<file path="config.mk">
export PLATFORM = sky130hd
export DESIGN_NAME = rob_rd_shim
export DESIGN_NICKNAME = d
export VERILOG_FILES = /design/src/hw/rob_rd_pkg.sv /design/src/hw/rob_rd_shim.sv /design/src/hw/rd_order_fsm.sv /design/src/hw/rd_rob_store.sv /design/src/hw/rd_slot_counter.sv
export SDC_FILE = /design/constraint.sdc
export NUM_CORES = 2
export LEC_CHECK = 0
export BUFFER_PORTS_ARGS = -buffer_cell sky130_fd_sc_hd__buf_2
export CORE_ASPECT_RATIO = 1.75
export CORE_MARGIN = 1.5
export CORE_UTILIZATION = 55
export CTS_CLUSTER_DIAMETER = 50
export DETAILED_ROUTE_END_ITERATION = 10
export MAX_ROUTING_LAYER = met4
export PLACE_DENSITY = 0.72
export SLEW_MARGIN = 20
export SYNTH_ARGS = -nofsm -noshare
export SYNTH_HDL_FRONTEND = slang
export SYNTH_SLANG_ARGS = --single-unit
</file>
<file path="constraint.sdc">
create_clock -name clk -period 8.7 [get_ports clk]
set_input_delay 0.87 -clock clk [delete_from_list [all_inputs] [get_ports clk]]
set_output_delay 0.87 -clock clk [all_outputs]
set_load 0.005 [all_outputs]
</file>
<file path="src/hw/rob_rd_pkg.sv">
`default_nettype none

package rob_rd_pkg;

    // ========================================
    // Field widths
    // ========================================

    // Opaque tag that the accelerator attaches to every read request
    localparam int MDATA_W = 16;

    // One line of data, narrowed to a single 64-bit word
    localparam int DATA_W = 64;

    // Line address on the request channel
    localparam int ADDR_W = 32;

    // Width of both the beat number and the length field (beats minus one)
    localparam int CL_NUM_W = 2;

    // Largest multi-line request, in lines
    localparam int MAX_BEATS = 4;

    // ========================================
    // Response types
    // ========================================

    // Only RSP_RDLINE is sorted by the ROB
    // The other two share the response channel and pass straight through
    typedef enum logic [1:0] {
        RSP_RDLINE = 2'd0,
        RSP_WRLINE = 2'd1,
        RSP_OTHER  = 2'd2
    } t_rsp_type;

    // ========================================
    // Channel structs
    // ========================================

    // Read request header as issued by the accelerator
    // On the host side mdata holds the ROB base index instead of the user tag
    typedef struct packed {
        logic                valid;
        logic [ADDR_W-1:0]   addr;
        logic [CL_NUM_W-1:0] cl_len;
        logic [MDATA_W-1:0]  mdata;
    } t_rd_req;

    // Response channel beat, shared by read and non-read responses
    // For host read responses mdata is the ROB base index and cl_num the beat
    typedef struct packed {
        logic                valid;
        t_rsp_type           rsp_type;
        logic [MDATA_W-1:0]  mdata;
        logic [CL_NUM_W-1:0] cl_num;
        logic                error;
        logic [DATA_W-1:0]   data;
    } t_c0_rsp;

endpackage

`default_nettype wire
</file>
<file path="src/hw/rob_rd_shim.sv">
`timescale 1ns/1ps
`default_nettype none

// Read-response reordering shim between the accelerator and the host port
// Requests leave with a ROB index as their tag, and responses come back to
// the accelerator in request order with the original tag restored
module rob_rd_shim
#(
    parameter int N_ENTRIES      = 16,
    parameter int ALM_FULL_SLACK = 2
)
(
    input  logic                 clk,
    input  logic                 reset_n,

    // Accelerator side
    input  rob_rd_pkg::t_rd_req  afu_req,
    output rob_rd_pkg::t_c0_rsp  afu_rsp,
    output logic                 alm_full,

    // Host side
    output rob_rd_pkg::t_rd_req  fiu_req,
    input  rob_rd_pkg::t_c0_rsp  fiu_rsp,
    input  logic                 fiu_alm_full
);

    localparam int IDX_W = $clog2(N_ENTRIES);

    // Allocation
    logic                          alloc_en;
    logic [rob_rd_pkg::CL_NUM_W:0] alloc_cnt;
    logic [IDX_W-1:0]              alloc_idx;
    logic                          not_full;

    // Dequeue and head data
    logic                            deq_en;
    logic                            not_empty;
    rob_rd_pkg::t_c0_rsp             head_rsp;
    logic [rob_rd_pkg::CL_NUM_W-1:0] head_len;

    // Host response after one register
    rob_rd_pkg::t_c0_rsp fiu_rsp_q;

    // ========================================
    // Request path
    // ========================================

    // Every valid request on this channel is a read of cl_len+1 lines
    always_comb
    begin
        alloc_en  = afu_req.valid;
        alloc_cnt = {1'b0, afu_req.cl_len} + (rob_rd_pkg::CL_NUM_W + 1)'(1);
    end

    // The tag toward the host is the zero-extended base index
    always_comb
    begin
        fiu_req                  = afu_req;
        fiu_req.mdata            = '0;
        fiu_req.mdata[IDX_W-1:0] = alloc_idx;
    end

    // Almost-full comes from the host or from a ROB short of slots
    assign alm_full = fiu_alm_full || !not_full;

    // ========================================
    // Response input register
    // ========================================

    always_ff @(posedge clk)
    begin
        if (!reset_n)
        begin
            fiu_rsp_q.valid <= 1'b0;
        end
        else
        begin
            fiu_rsp_q <= fiu_rsp;
        end
    end

    rd_slot_counter
    #(
        .N_ENTRIES      (N_ENTRIES),
        .ALM_FULL_SLACK (ALM_FULL_SLACK)
    )
    u_slot_counter
    (
        .clk       (clk),
        .reset_n   (reset_n),
        .alloc_en  (alloc_en),
        .alloc_cnt (alloc_cnt),
        .free_en   (deq_en),
        .alloc_idx (alloc_idx),
        .not_full  (not_full)
    );

    rd_rob_store
    #(
        .N_ENTRIES (N_ENTRIES)
    )
    u_rob_store
    (
        .clk       (clk),
        .reset_n   (reset_n),
        .alloc_en  (alloc_en),
        .alloc_idx (alloc_idx),
        .alloc_req (afu_req),
        .rsp_in    (fiu_rsp_q),
        .deq_en    (deq_en),
        .not_empty (not_empty),
        .head_rsp  (head_rsp),
        .head_len  (head_len)
    );

    // Sees the raw host response so it can yield to non-read traffic
    rd_order_fsm u_order_fsm
    (
        .clk       (clk),
        .reset_n   (reset_n),
        .fiu_rsp   (fiu_rsp),
        .not_empty (not_empty),
        .head_rsp  (head_rsp),
        .head_len  (head_len),
        .deq_en    (deq_en),
        .afu_rsp   (afu_rsp)
    );

endmodule

`default_nettype wire

</file>
<file path="src/hw/rd_order_fsm.sv">
`timescale 1ns/1ps
`default_nettype none

// Packet tracking and output merge for the response channel
// Decides when the ROB may dequeue, restores the user tag on every beat of
// a packet and merges sorted read beats with pass-through responses
module rd_order_fsm
(
    input  logic                              clk,
    input  logic                              reset_n,

    // Raw host response, before any register
    input  rob_rd_pkg::t_c0_rsp               fiu_rsp,

    // ROB head state and two-cycle read data
    input  logic                              not_empty,
    input  rob_rd_pkg::t_c0_rsp               head_rsp,
    input  logic [rob_rd_pkg::CL_NUM_W-1:0]   head_len,

    output logic                              deq_en,
    output rob_rd_pkg::t_c0_rsp               afu_rsp
);

    // SOP means the next delivered beat starts a packet
    typedef enum logic {
        SOP,
        MID_PACKET
    } t_state;

    t_state state;

    // Non-read response present on the host side this cycle
    logic non_rd_valid;

    // Dequeue pipeline, data_rdy lines up with head_rsp
    logic deq_q;
    logic data_rdy;

    // Pass-through delay line
    rob_rd_pkg::t_c0_rsp pass_q;
    rob_rd_pkg::t_c0_rsp pass_qq;

    // Tag and length held from the first beat of a packet
    logic [rob_rd_pkg::MDATA_W-1:0]  held_mdata;
    logic [rob_rd_pkg::CL_NUM_W-1:0] held_len;

    logic [rob_rd_pkg::MDATA_W-1:0]  cur_mdata;
    logic [rob_rd_pkg::CL_NUM_W-1:0] cur_len;
    logic                            eop;

    // ========================================
    // Dequeue decision
    // ========================================

    // A non-read response claims the output slot two cycles from now, so the
    // ROB holds off for this one cycle and the two never collide
    always_comb
    begin
        non_rd_valid = fiu_rsp.valid && (fiu_rsp.rsp_type != rob_rd_pkg::RSP_RDLINE);
        deq_en       = not_empty && !non_rd_valid;
    end

    always_ff @(posedge clk)
    begin
        if (!reset_n)
        begin
            deq_q    <= 1'b0;
            data_rdy <= 1'b0;
        end
        else
        begin
            deq_q    <= deq_en;
            data_rdy <= deq_q;
        end
    end

    // ========================================
    // Pass-through path
    // ========================================

    // Raw read responses are dropped here since their data comes via the ROB
    always_ff @(posedge clk)
    begin
        if (!reset_n)
        begin
            pass_q.valid  <= 1'b0;
            pass_qq.valid <= 1'b0;
        end
        else
        begin
            pass_q       <= fiu_rsp;
            pass_q.valid <= non_rd_valid;
            pass_qq      <= pass_q;
        end
    end

    // ========================================
    // Packet tracking
    // ========================================

    // The first beat carries its own metadata, later beats reuse the held copy
    always_comb
    begin
        if (state == SOP)
        begin
            cur_mdata = head_rsp.mdata;
            cur_len   = head_len;
        end
        else
        begin
            cur_mdata = held_mdata;
            cur_len   = held_len;
        end

        eop = (head_rsp.cl_num == cur_len);
    end

    always_ff @(posedge clk)
    begin
        if (!reset_n)
        begin
            state <= SOP;
        end
        else if (data_rdy)
        begin
            state <= eop ? SOP : MID_PACKET;
        end
    end

    always_ff @(posedge clk)
    begin
        if (data_rdy && (state == SOP))
        begin
            held_mdata <= head_rsp.mdata;
            held_len   <= head_len;
        end
    end

    // ========================================
    // Output merge
    // ========================================

    always_comb
    begin
        afu_rsp = pass_qq;

        // A ROB beat rebuilds the header with the restored user tag
        if (data_rdy)
        begin
            afu_rsp          = head_rsp;
            afu_rsp.valid    = 1'b1;
            afu_rsp.rsp_type = rob_rd_pkg::RSP_RDLINE;
            afu_rsp.mdata    = cur_mdata;
        end
    end

endmodule

`default_nettype wire

</file>
<file path="src/hw/rd_rob_store.sv">
`timescale 1ns/1ps
`default_nettype none

// Reorder storage for read beats
// Metadata is written at allocation into the packet's base entry, beats
// are written by host responses into base+cl_num, and the head pointer
// walks the entries strictly in allocation order
module rd_rob_store
#(
    parameter int N_ENTRIES = 16
)
(
    input  logic                               clk,
    input  logic                               reset_n,

    // Allocation, same cycle as the request leaves for the host
    input  logic                               alloc_en,
    input  logic [$clog2(N_ENTRIES)-1:0]       alloc_idx,
    input  rob_rd_pkg::t_rd_req                alloc_req,

    // Registered host response
    input  rob_rd_pkg::t_c0_rsp                rsp_in,

    // Dequeue strobe and head state
    input  logic                               deq_en,
    output logic                               not_empty,
    output rob_rd_pkg::t_c0_rsp                head_rsp,
    output logic [rob_rd_pkg::CL_NUM_W-1:0]    head_len
);

    localparam int IDX_W = $clog2(N_ENTRIES);

    // Metadata, meaningful only at the first entry of a packet
    logic [rob_rd_pkg::MDATA_W-1:0]  meta_mdata  [N_ENTRIES];
    logic [rob_rd_pkg::CL_NUM_W-1:0] meta_len    [N_ENTRIES];

    // Beat payload as returned by the host
    logic [rob_rd_pkg::DATA_W-1:0]   beat_data   [N_ENTRIES];
    logic                            beat_error  [N_ENTRIES];
    logic [rob_rd_pkg::CL_NUM_W-1:0] beat_cl_num [N_ENTRIES];

    // One bit per entry, set when the beat lands and cleared on dequeue
    logic [N_ENTRIES-1:0] entry_valid;
    logic [IDX_W-1:0]     head;

    // Beat write decode
    logic             wr_en;
    logic [IDX_W-1:0] wr_idx;

    // Two read stages between the dequeue and the data
    rob_rd_pkg::t_c0_rsp             rd_s1;
    rob_rd_pkg::t_c0_rsp             rd_s2;
    logic [rob_rd_pkg::CL_NUM_W-1:0] len_s1;
    logic [rob_rd_pkg::CL_NUM_W-1:0] len_s2;

    // ========================================
    // Write side
    // ========================================

    // The host echoes the base index in mdata, so the beat's own slot is
    // that base plus its line number
    always_comb
    begin
        wr_en  = rsp_in.valid && (rsp_in.rsp_type == rob_rd_pkg::RSP_RDLINE);
        wr_idx = rsp_in.mdata[IDX_W-1:0] + IDX_W'(rsp_in.cl_num);
    end

    always_ff @(posedge clk)
    begin
        if (alloc_en)
        begin
            meta_mdata[alloc_idx] <= alloc_req.mdata;
            meta_len[alloc_idx]   <= alloc_req.cl_len;
        end

        if (wr_en)
        begin
            beat_data[wr_idx]   <= rsp_in.data;
            beat_error[wr_idx]  <= rsp_in.error;
            beat_cl_num[wr_idx] <= rsp_in.cl_num;
        end
    end

    // ========================================
    // Valid bits and head pointer
    // ========================================

    // An entry being dequeued can never be written in the same cycle, since
    // its beat has already arrived and the slot is not reallocated yet
    always_ff @(posedge clk)
    begin
        if (!reset_n)
        begin
            entry_valid <= '0;
            head        <= '0;
        end
        else
        begin
            if (deq_en)
            begin
                entry_valid[head] <= 1'b0;
                head              <= head + IDX_W'(1);
            end

            if (wr_en)
            begin
                entry_valid[wr_idx] <= 1'b1;
            end
        end
    end

    // Order is kept by looking only at the head entry
    assign not_empty = entry_valid[head];

    // ========================================
    // Two-cycle read path
    // ========================================

    // Stage one captures the head while it still points at the dequeued entry
    always_ff @(posedge clk)
    begin
        if (deq_en)
        begin
            rd_s1.valid    <= 1'b1;
            rd_s1.rsp_type <= rob_rd_pkg::RSP_RDLINE;
            rd_s1.mdata    <= meta_mdata[head];
            rd_s1.cl_num   <= beat_cl_num[head];
            rd_s1.error    <= beat_error[head];
            rd_s1.data     <= beat_data[head];
            len_s1         <= meta_len[head];
        end
    end

    // Stage two shifts every cycle so back-to-back dequeues stay in step
    always_ff @(posedge clk)
    begin
        rd_s2  <= rd_s1;
        len_s2 <= len_s1;
    end

    // Qualified downstream by the two-cycle delayed dequeue strobe
    assign head_rsp = rd_s2;
    assign head_len = len_s2;

endmodule

`default_nettype wire

</file>
<file path="src/hw/rd_slot_counter.sv">
`timescale 1ns/1ps
`default_nettype none

// Hands out ROB slots to read requests
// Every request takes cl_len+1 consecutive slots starting at the current
// pointer, and every dequeued beat gives exactly one slot back
module rd_slot_counter
#(
    parameter int N_ENTRIES      = 16,
    parameter int ALM_FULL_SLACK = 2
)
(
    input  logic                              clk,
    input  logic                              reset_n,

    // Allocation side, driven by the accelerator request
    input  logic                              alloc_en,
    input  logic [rob_rd_pkg::CL_NUM_W:0]     alloc_cnt,

    // One slot returns per dequeue
    input  logic                              free_en,

    output logic [$clog2(N_ENTRIES)-1:0]      alloc_idx,
    output logic                              not_full
);

    localparam int IDX_W = $clog2(N_ENTRIES);

    // The free count must be able to hold N_ENTRIES itself
    localparam int CNT_W = IDX_W + 1;

    // Room for the request in flight plus ALM_FULL_SLACK more worst-case bursts
    // that may still arrive after almost-full is raised
    localparam int MIN_FREE = (ALM_FULL_SLACK + 1) * rob_rd_pkg::MAX_BEATS;

    logic [IDX_W-1:0] alloc_ptr;
    logic [CNT_W-1:0] free_cnt;

    // Per-cycle adjustments to the free count
    logic [CNT_W-1:0] alloc_dec;
    logic [CNT_W-1:0] free_inc;

    always_comb
    begin
        alloc_dec = alloc_en ? CNT_W'(alloc_cnt) : '0;
        free_inc  = free_en ? CNT_W'(1) : '0;
    end

    // ========================================
    // Pointer and free count
    // ========================================

    always_ff @(posedge clk)
    begin
        if (!reset_n)
        begin
            alloc_ptr <= '0;
            free_cnt  <= CNT_W'(N_ENTRIES);
        end
        else
        begin
            // The pointer wraps naturally since N_ENTRIES is a power of two
            if (alloc_en)
            begin
                alloc_ptr <= alloc_ptr + IDX_W'(alloc_cnt);
            end

            // Allocation and release may land in the same cycle
            free_cnt <= free_cnt - alloc_dec + free_inc;
        end
    end

    // The base index goes out in the same cycle as the request
    assign alloc_idx = alloc_ptr;

    // Compared as int so the threshold is never truncated to CNT_W bits
    assign not_full = (int'(free_cnt) >= MIN_FREE);

endmodule

`default_nettype wire

</file>
# Word level (Yosys, flattened, before mapping)
# Memory sizes are Yosys's and may differ from the RTL's. A register that Yosys moved wholly into a read port is not among the register bits.
# Cells that the tools add are included.
# word_totals
word_cells	78
ram_bits	1360
register_bits	308
out_inout_bits	138
in_bits	140
mem_count	5
# classes
muxes	19
addsub	6
eq_ne	1
order_cmp	5
reduce_logical	11
n_bitwise	4
# mem_list
name	depth	width	read_ports	rd_clocked_by_memory_dff	wr	line	text
u_rob_store.beat_data	16	64	1	1	1	rd_rob_store.sv:38	logic [rob_rd_pkg::DATA_W-1:0] beat_data [N_ENTRIES];
u_rob_store.meta_mdata	16	16	1	1	1	rd_rob_store.sv:34	logic [rob_rd_pkg::MDATA_W-1:0] meta_mdata [N_ENTRIES];
u_rob_store.beat_cl_num	16	2	1	1	1	rd_rob_store.sv:40	logic [rob_rd_pkg::CL_NUM_W-1:0] beat_cl_num [N_ENTRIES];
u_rob_store.meta_len	16	2	1	1	1	rd_rob_store.sv:35	logic [rob_rd_pkg::CL_NUM_W-1:0] meta_len [N_ENTRIES];
u_rob_store.beat_error	16	1	1	1	1	rd_rob_store.sv:39	logic beat_error [N_ENTRIES];
# ops
cell	count
86-bit 2-to-1 mux	1
16-bit 2-to-1 mux	4
16-bit bitwise AND	1
16-bit inverter	1
16-bit OR	1
4-bit by 5-bit less-than comparator with 1-bit output (second input constant)	2
1-bit 2-to-1 mux	9
1-bit demux with 4-bit select	2
4-bit by 1-bit greater-or-equal comparator with 1-bit output (second input constant)	2
1-bit logical AND	6
5-bit adder	1
5-bit by 4-bit greater-or-equal comparator with 1-bit output (second input constant)	1
5-bit subtractor	1
4-bit by 1-bit adder with 4-bit output (second input constant)	1
4-bit by 2-bit adder with 4-bit output	1
4-bit by 3-bit adder with 4-bit output	1
1-bit binary-select mux with 4-bit select	1
2-bit by 1-bit adder with 3-bit output (second input constant)	1
3-bit 2-to-1 mux	1
2-bit equality test	1
1-bit logical NOT	2
2-bit logical NOT	1
2-bit 2-to-1 mux	1
2-bit nonzero test	1
other kinds (2)	2

# Longest topological paths before layout
# depth
word_depth	10
ltp_mapped	14
ltp_nobuf	12

# By module
# From an unflattened synthesis, not the netlist that was laid out.
# unflattened
hier_cells	2960
hier_area_um2	66960.5
# by_module_without_submodules
module	instances	area_per_inst_um2	cells_each	seq_area_each_um2
rd_rob_store	1	56319.0	2415	45493.6
rd_order_fsm	1	7054.3	339	5745.5
rob_rd_shim	1	2957.8	138	2572.5
rd_slot_counter	1	629.4	68	180.2

# Worst setup path after synthesis
# No wires, ideal clock.
# synth_path
path_type	flip-flop to flip-flop
start	register, netlist name u_order_fsm.pass_q[65]
end	memory u_rob_store.beat_cl_num[0][0] (netlist name) (enable)
setup_time_ns	0.494
required_time_ns	8.206
path_slack_ns	3.823
arrival_time_ns	4.383
period_less_slack_ns	4.877
path_stages_with_launch	6
n_path_buf	0
cell_sequence	edfxtp_1 ha_1 fa_1 nor3_1 a31oi_1 nor2_1
# synth_rtl
element	line
end: declaration	rd_rob_store.sv:40

# Worst setup path in the final report
# layout_path
start	register u_rob_store.head[3]
end	register u_slot_counter.free_cnt[4]
# layout_via
elab_chain_len	5
# layout_lines
element	line	text
start: declaration	rd_rob_store.sv:44	logic [IDX_W-1:0] head;
start signal: assignment	rd_rob_store.sv:102	head <= head + IDX_W'(1);
1-bit binary-select mux with 4-bit select	rd_rob_store.sv:113	assign not_empty = entry_valid[head];
1-bit 2-to-1 mux (not written as such)	rd_rob_store.sv:113	
1-bit logical AND	rd_order_fsm.sv:60	deq_en = not_empty && !non_rd_valid;
1-bit 2-to-1 mux	rd_slot_counter.sv:46	free_inc = free_en ? CNT_W'(1) : '0;
5-bit adder	rd_slot_counter.sv:69	free_cnt <= free_cnt - alloc_dec + free_inc;
end signal: assignment	rd_slot_counter.sv:58	free_cnt <= CNT_W'(N_ENTRIES);
end signal: assignment	rd_slot_counter.sv:69	
end: declaration	rd_slot_counter.sv:37	logic [CNT_W-1:0] free_cnt;
# Every way passes these cells. The select of a mux whose other input is x is not followed.
# A chain may end at the register's enable or synchronous reset.

==> key figures <==
Global routing
  – Largest net degree at the start of global routing: between 100 and 150
  – Global route hottest layer: met2
  – Grt ovf: 0
  – GRT Total Usage: 23.61%
  – GR Layer Usage met3: 3.739%
  – GR met1 Demand/Resource: 29.72%
  – Vias in the first global route: 29830
  – M2 GR Usage: between 30 and 40%
  – Initial antenna violation count: 4
  – First-pass GRT wire length: 196800 µm

STA
  – Layout Skew: 0.02446 ns
  – RSZ-0062 raised after global routing: false
  – Fmax: between 200 and 250 MHz
  – Setup_tns: 0 ns
  – Fin crit share: 55.78%
  – Endpoints failing setup: 0
  – Worst relative slew slack: around a quarter
  – Final worst path period need: 4.853 ns
  – Fin worst setup slack: 3.847 ns
  – Final hold slack: 0.2693 ns
  – Slew Limit Fails: 0
  – Slew @ Worst Pin: around 1.1 ns
  – Final Hold Fails: 0

Setup path
  – FF-to-FF path depth: 13
  – Crit path max fanout: slightly below 50
  – R2r startpoint: u_rob_store.head[3]$_SDFFE_PN0N_
  – Critical Path RT: 9.32 ns
  – Terminus of the critical flop-to-flop path: u_slot_counter.free_cnt[4]$_SDFF_PN1_
  – Critical setup path kind: register to register
  – Crit path DAT: about 5.5 ns
  – Setup crit start: u_rob_store.head[3]$_SDFFE_PN0N_
  – Setup crit end kind: register
  – CP startpoint kind: register
  – R2R Setup Slk: between 3 and 4 ns

Placed design
  – Port-buffer cells: ~200
  – DP Worst Slack: 3.940 ns
  – Detail Placement HPWL: 71490 µm
  – Gpl congestion: 0.7930

Yosys
  – Async set or reset register ratio after synthesis: 0%
  – Yosys cell types: 42
  – Compound-cell area share of the yosys netlist: 0.7471%
  – Avg Cell Area, Syn: between 20 and 25 µm²
  – Cell type with the highest aggregate area in the netlist: edfxtp_1
  – Area contributors post-synth: edfxtp_1 76%, mux4_2 15%, dfxtp_1 3.7%
  – Main flop type after synthesis: edfxtp_1
  – Number of synthesized flops with an enable pin: 1633
  – Post-synthesis simple-gate area fraction: 0.8519%
  – Largest family of logic cells by synthesized area: multiplexers
  – Yosys reg bits: 1753
  – Synthesized netlist cell count: 2662
  – Register area share after synthesis: 79.78%
  – Post-synthesis xor/xnor area fraction: less than 1%
  – Adder-cell share of the synthesized area: less than 1%
  – Yosys warns: 0
  – Synth top area share: 76.06%
  – Count leader, synth: edfxtp_1
  – Synthesized area: approximately 0.064 mm²
  – Leading cell types by count after synthesis: 1633 x edfxtp_1, 427 x mux4_2, 120 x dfxtp_1
  – Multiplexer share of the synthesized area: 16.49%

Clock network
  – CTS tree: built
  – Worst skew pair latency: 0.77 ns
  – CTS Buf Count: approximately 150
  – Clock Root Buffer: clkbuf_16
  – Cts repair resizes: 0
  – Setup Fix Bufs, Post-CTS: 0
  – # hold bufs at CTS: 0
  – Clock sink total: 1753
  – CTS H-Tree Depth: 4
  – Clock slew at reported path FFs: 0.07 ns
  – CTS max path bufs: 3

Cells and area
  – Post-synthesis to final-layout area growth: 11.97%
  – Layout cells sized above 1: 33.44%
  – Fill count: around 7600
  – Nets: 3074

Die
  – Initial Util: 55.33%
  – Die width: 261.8 µm
  – Die H: 455.9 µm
  – Core ar.: 0.1165 mm²
  – Cell Rows: around 170
  – I/O pins: 278
  – DIE AREA: 0.1194 mm²

Status
  – Failing checks: DRC
  – Status: finished, violations left

Min path
  – HP Start: fiu_rsp[74]
  – Hold Crit Endpoint: u_order_fsm.pass_q[74]$_DFFE_PP_
  – Hold crit path type: primary input to register
  – Hold Crit Depth: 1

Routing
  – Total number of vias: 28030
  – ANT nets after route: 0
  – DR iter-0 viols: about 2400
  – Drc violations: 68
  – First-pass detailed-route iteration total: 11
  – DR WL/cell: slightly below 30 µm
  – Vias/cell: 6.148
  – Routed WL: 133000 µm

Run
  – Max_cap viols: 0

Power
  – Worst vdd ir: 200.2 µV
  – Leakage: about 22 nW
  – Total power: 0.01660 W
  – Cell area power density: around 230 mW/mm²
## layout by cell type, fill, tap and decap left out, drive strengths merged, types with 21 or more instances in the layout
master / count
edfxtp: 1633
mux4: 427
buf: 250
clkbuf: 213
dfxtp: 120
mux2: 67
nor2: 49
clkinv: 33
mux2i: 26
inv: 24
a21oi: 21
## flip-flops by register name (all words and copies together) (netlist names), 4 cells and up
register / cells
u_rob_store.meta_len: 32
u_rob_store.head: 4
u_rob_store.beat_error: 16
u_rob_store.rd_s1: 83
u_rob_store.head_rsp: 83
u_order_fsm.pass_qq: 86
u_order_fsm.held_mdata: 16
u_order_fsm.pass_q: 86
u_rob_store.entry_valid: 16
u_slot_counter.alloc_idx: 4
u_rob_store.beat_data: 1024
u_slot_counter.free_cnt: 5
u_rob_store.meta_mdata: 256
u_rob_store.beat_cl_num: 32
## per-stage QoR
step / cell area [µm²] / cells / utilization [%]
2_1_floorplan: 64520 / 2673 / -
3_3_place_gp: 67120 / 4266 / 57.60
3_5_place_dp: 67210 / 4270 / 57.68
4_1_cts: 72160 / 4552 / 61.93
5_1_grt: 72190 / 4557 / 61.95
6_report: 72190 / 4559 / 61.96
## kinds of logic (layout without fill, tap and decap cells)
logic type,after synthesis,after routing
simple gates,111,111
other cells,1,18
fa+ha+maj,21,21
flops,1753,1753
mux,520,520
compound gates,72,72
xor+xnor,11,11
buf+inv,173,541
## cell type report
| cell class | count | area [µm²] | area share [%] |
|---|---|---|---|
| sequential | 1753 | 51460 | 71.28 |
| multi-input combinational | 747 | 12330 | 17.09 |
| clock buffer | 213 | 4320 | 5.984 |
| tap | 1512 | 1892 | 2.620 |
| timing repair buffer | 250 | 1504 | 2.083 |
| clock inverter | 69 | 630.6 | 0.8735 |
| inverter | 9 | 38.79 | 0.05373 |
| antenna | 6 | 15.01 | 0.02080 |
## worst max-delay path: stages (launching register included)
cell and delay (ns):
dfxtp_4 0.99, buf_4 0.88, nor2b_1 0.10, a22o_1 0.26, nor3_1 0.49, nor2_1 0.25
ha_1 0.36, inv_1 0.04, ha_1 0.21, fa_1 0.47, a21o_1 0.20, a21oi_1 0.18
xor2_1 0.17, nand2_1 0.07
## metal layers
layer	up-vias	wire, µm
met1	15070	50120
li1	11650	-
met4	0	2953
met5	-	0
met3	221	8157
met2	1090	71750
## worst max-delay path by stage
stage,to,slack [ns],depth (start not counted)
2_1_floorplan,u_rob_store.beat_cl_num[0][0]$_DFFE_PP_,3.82,5
3_3_place_gp,u_slot_counter.free_cnt[4]$_SDFF_PN1_,3.92,13
3_5_place_dp,u_slot_counter.free_cnt[4]$_SDFF_PN1_,3.94,13
4_1_cts,u_slot_counter.free_cnt[4]$_SDFF_PN1_,3.90,13
5_1_grt,u_slot_counter.free_cnt[4]$_SDFF_PN1_,3.69,13
6_report,u_slot_counter.free_cnt[4]$_SDFF_PN1_,3.85,13
## report_power, final
group / total, W / internal [W] / switching, W
clock network: 0.00669 / 0.00371 / 0.00297
registers: 0.00956 / 0.00940 / 0.000156
logic: 0.000353 / 0.000149 / 0.000204
total: 0.0166 / 0.0133 / 0.00333
Power figures use the tool's default switching activity.
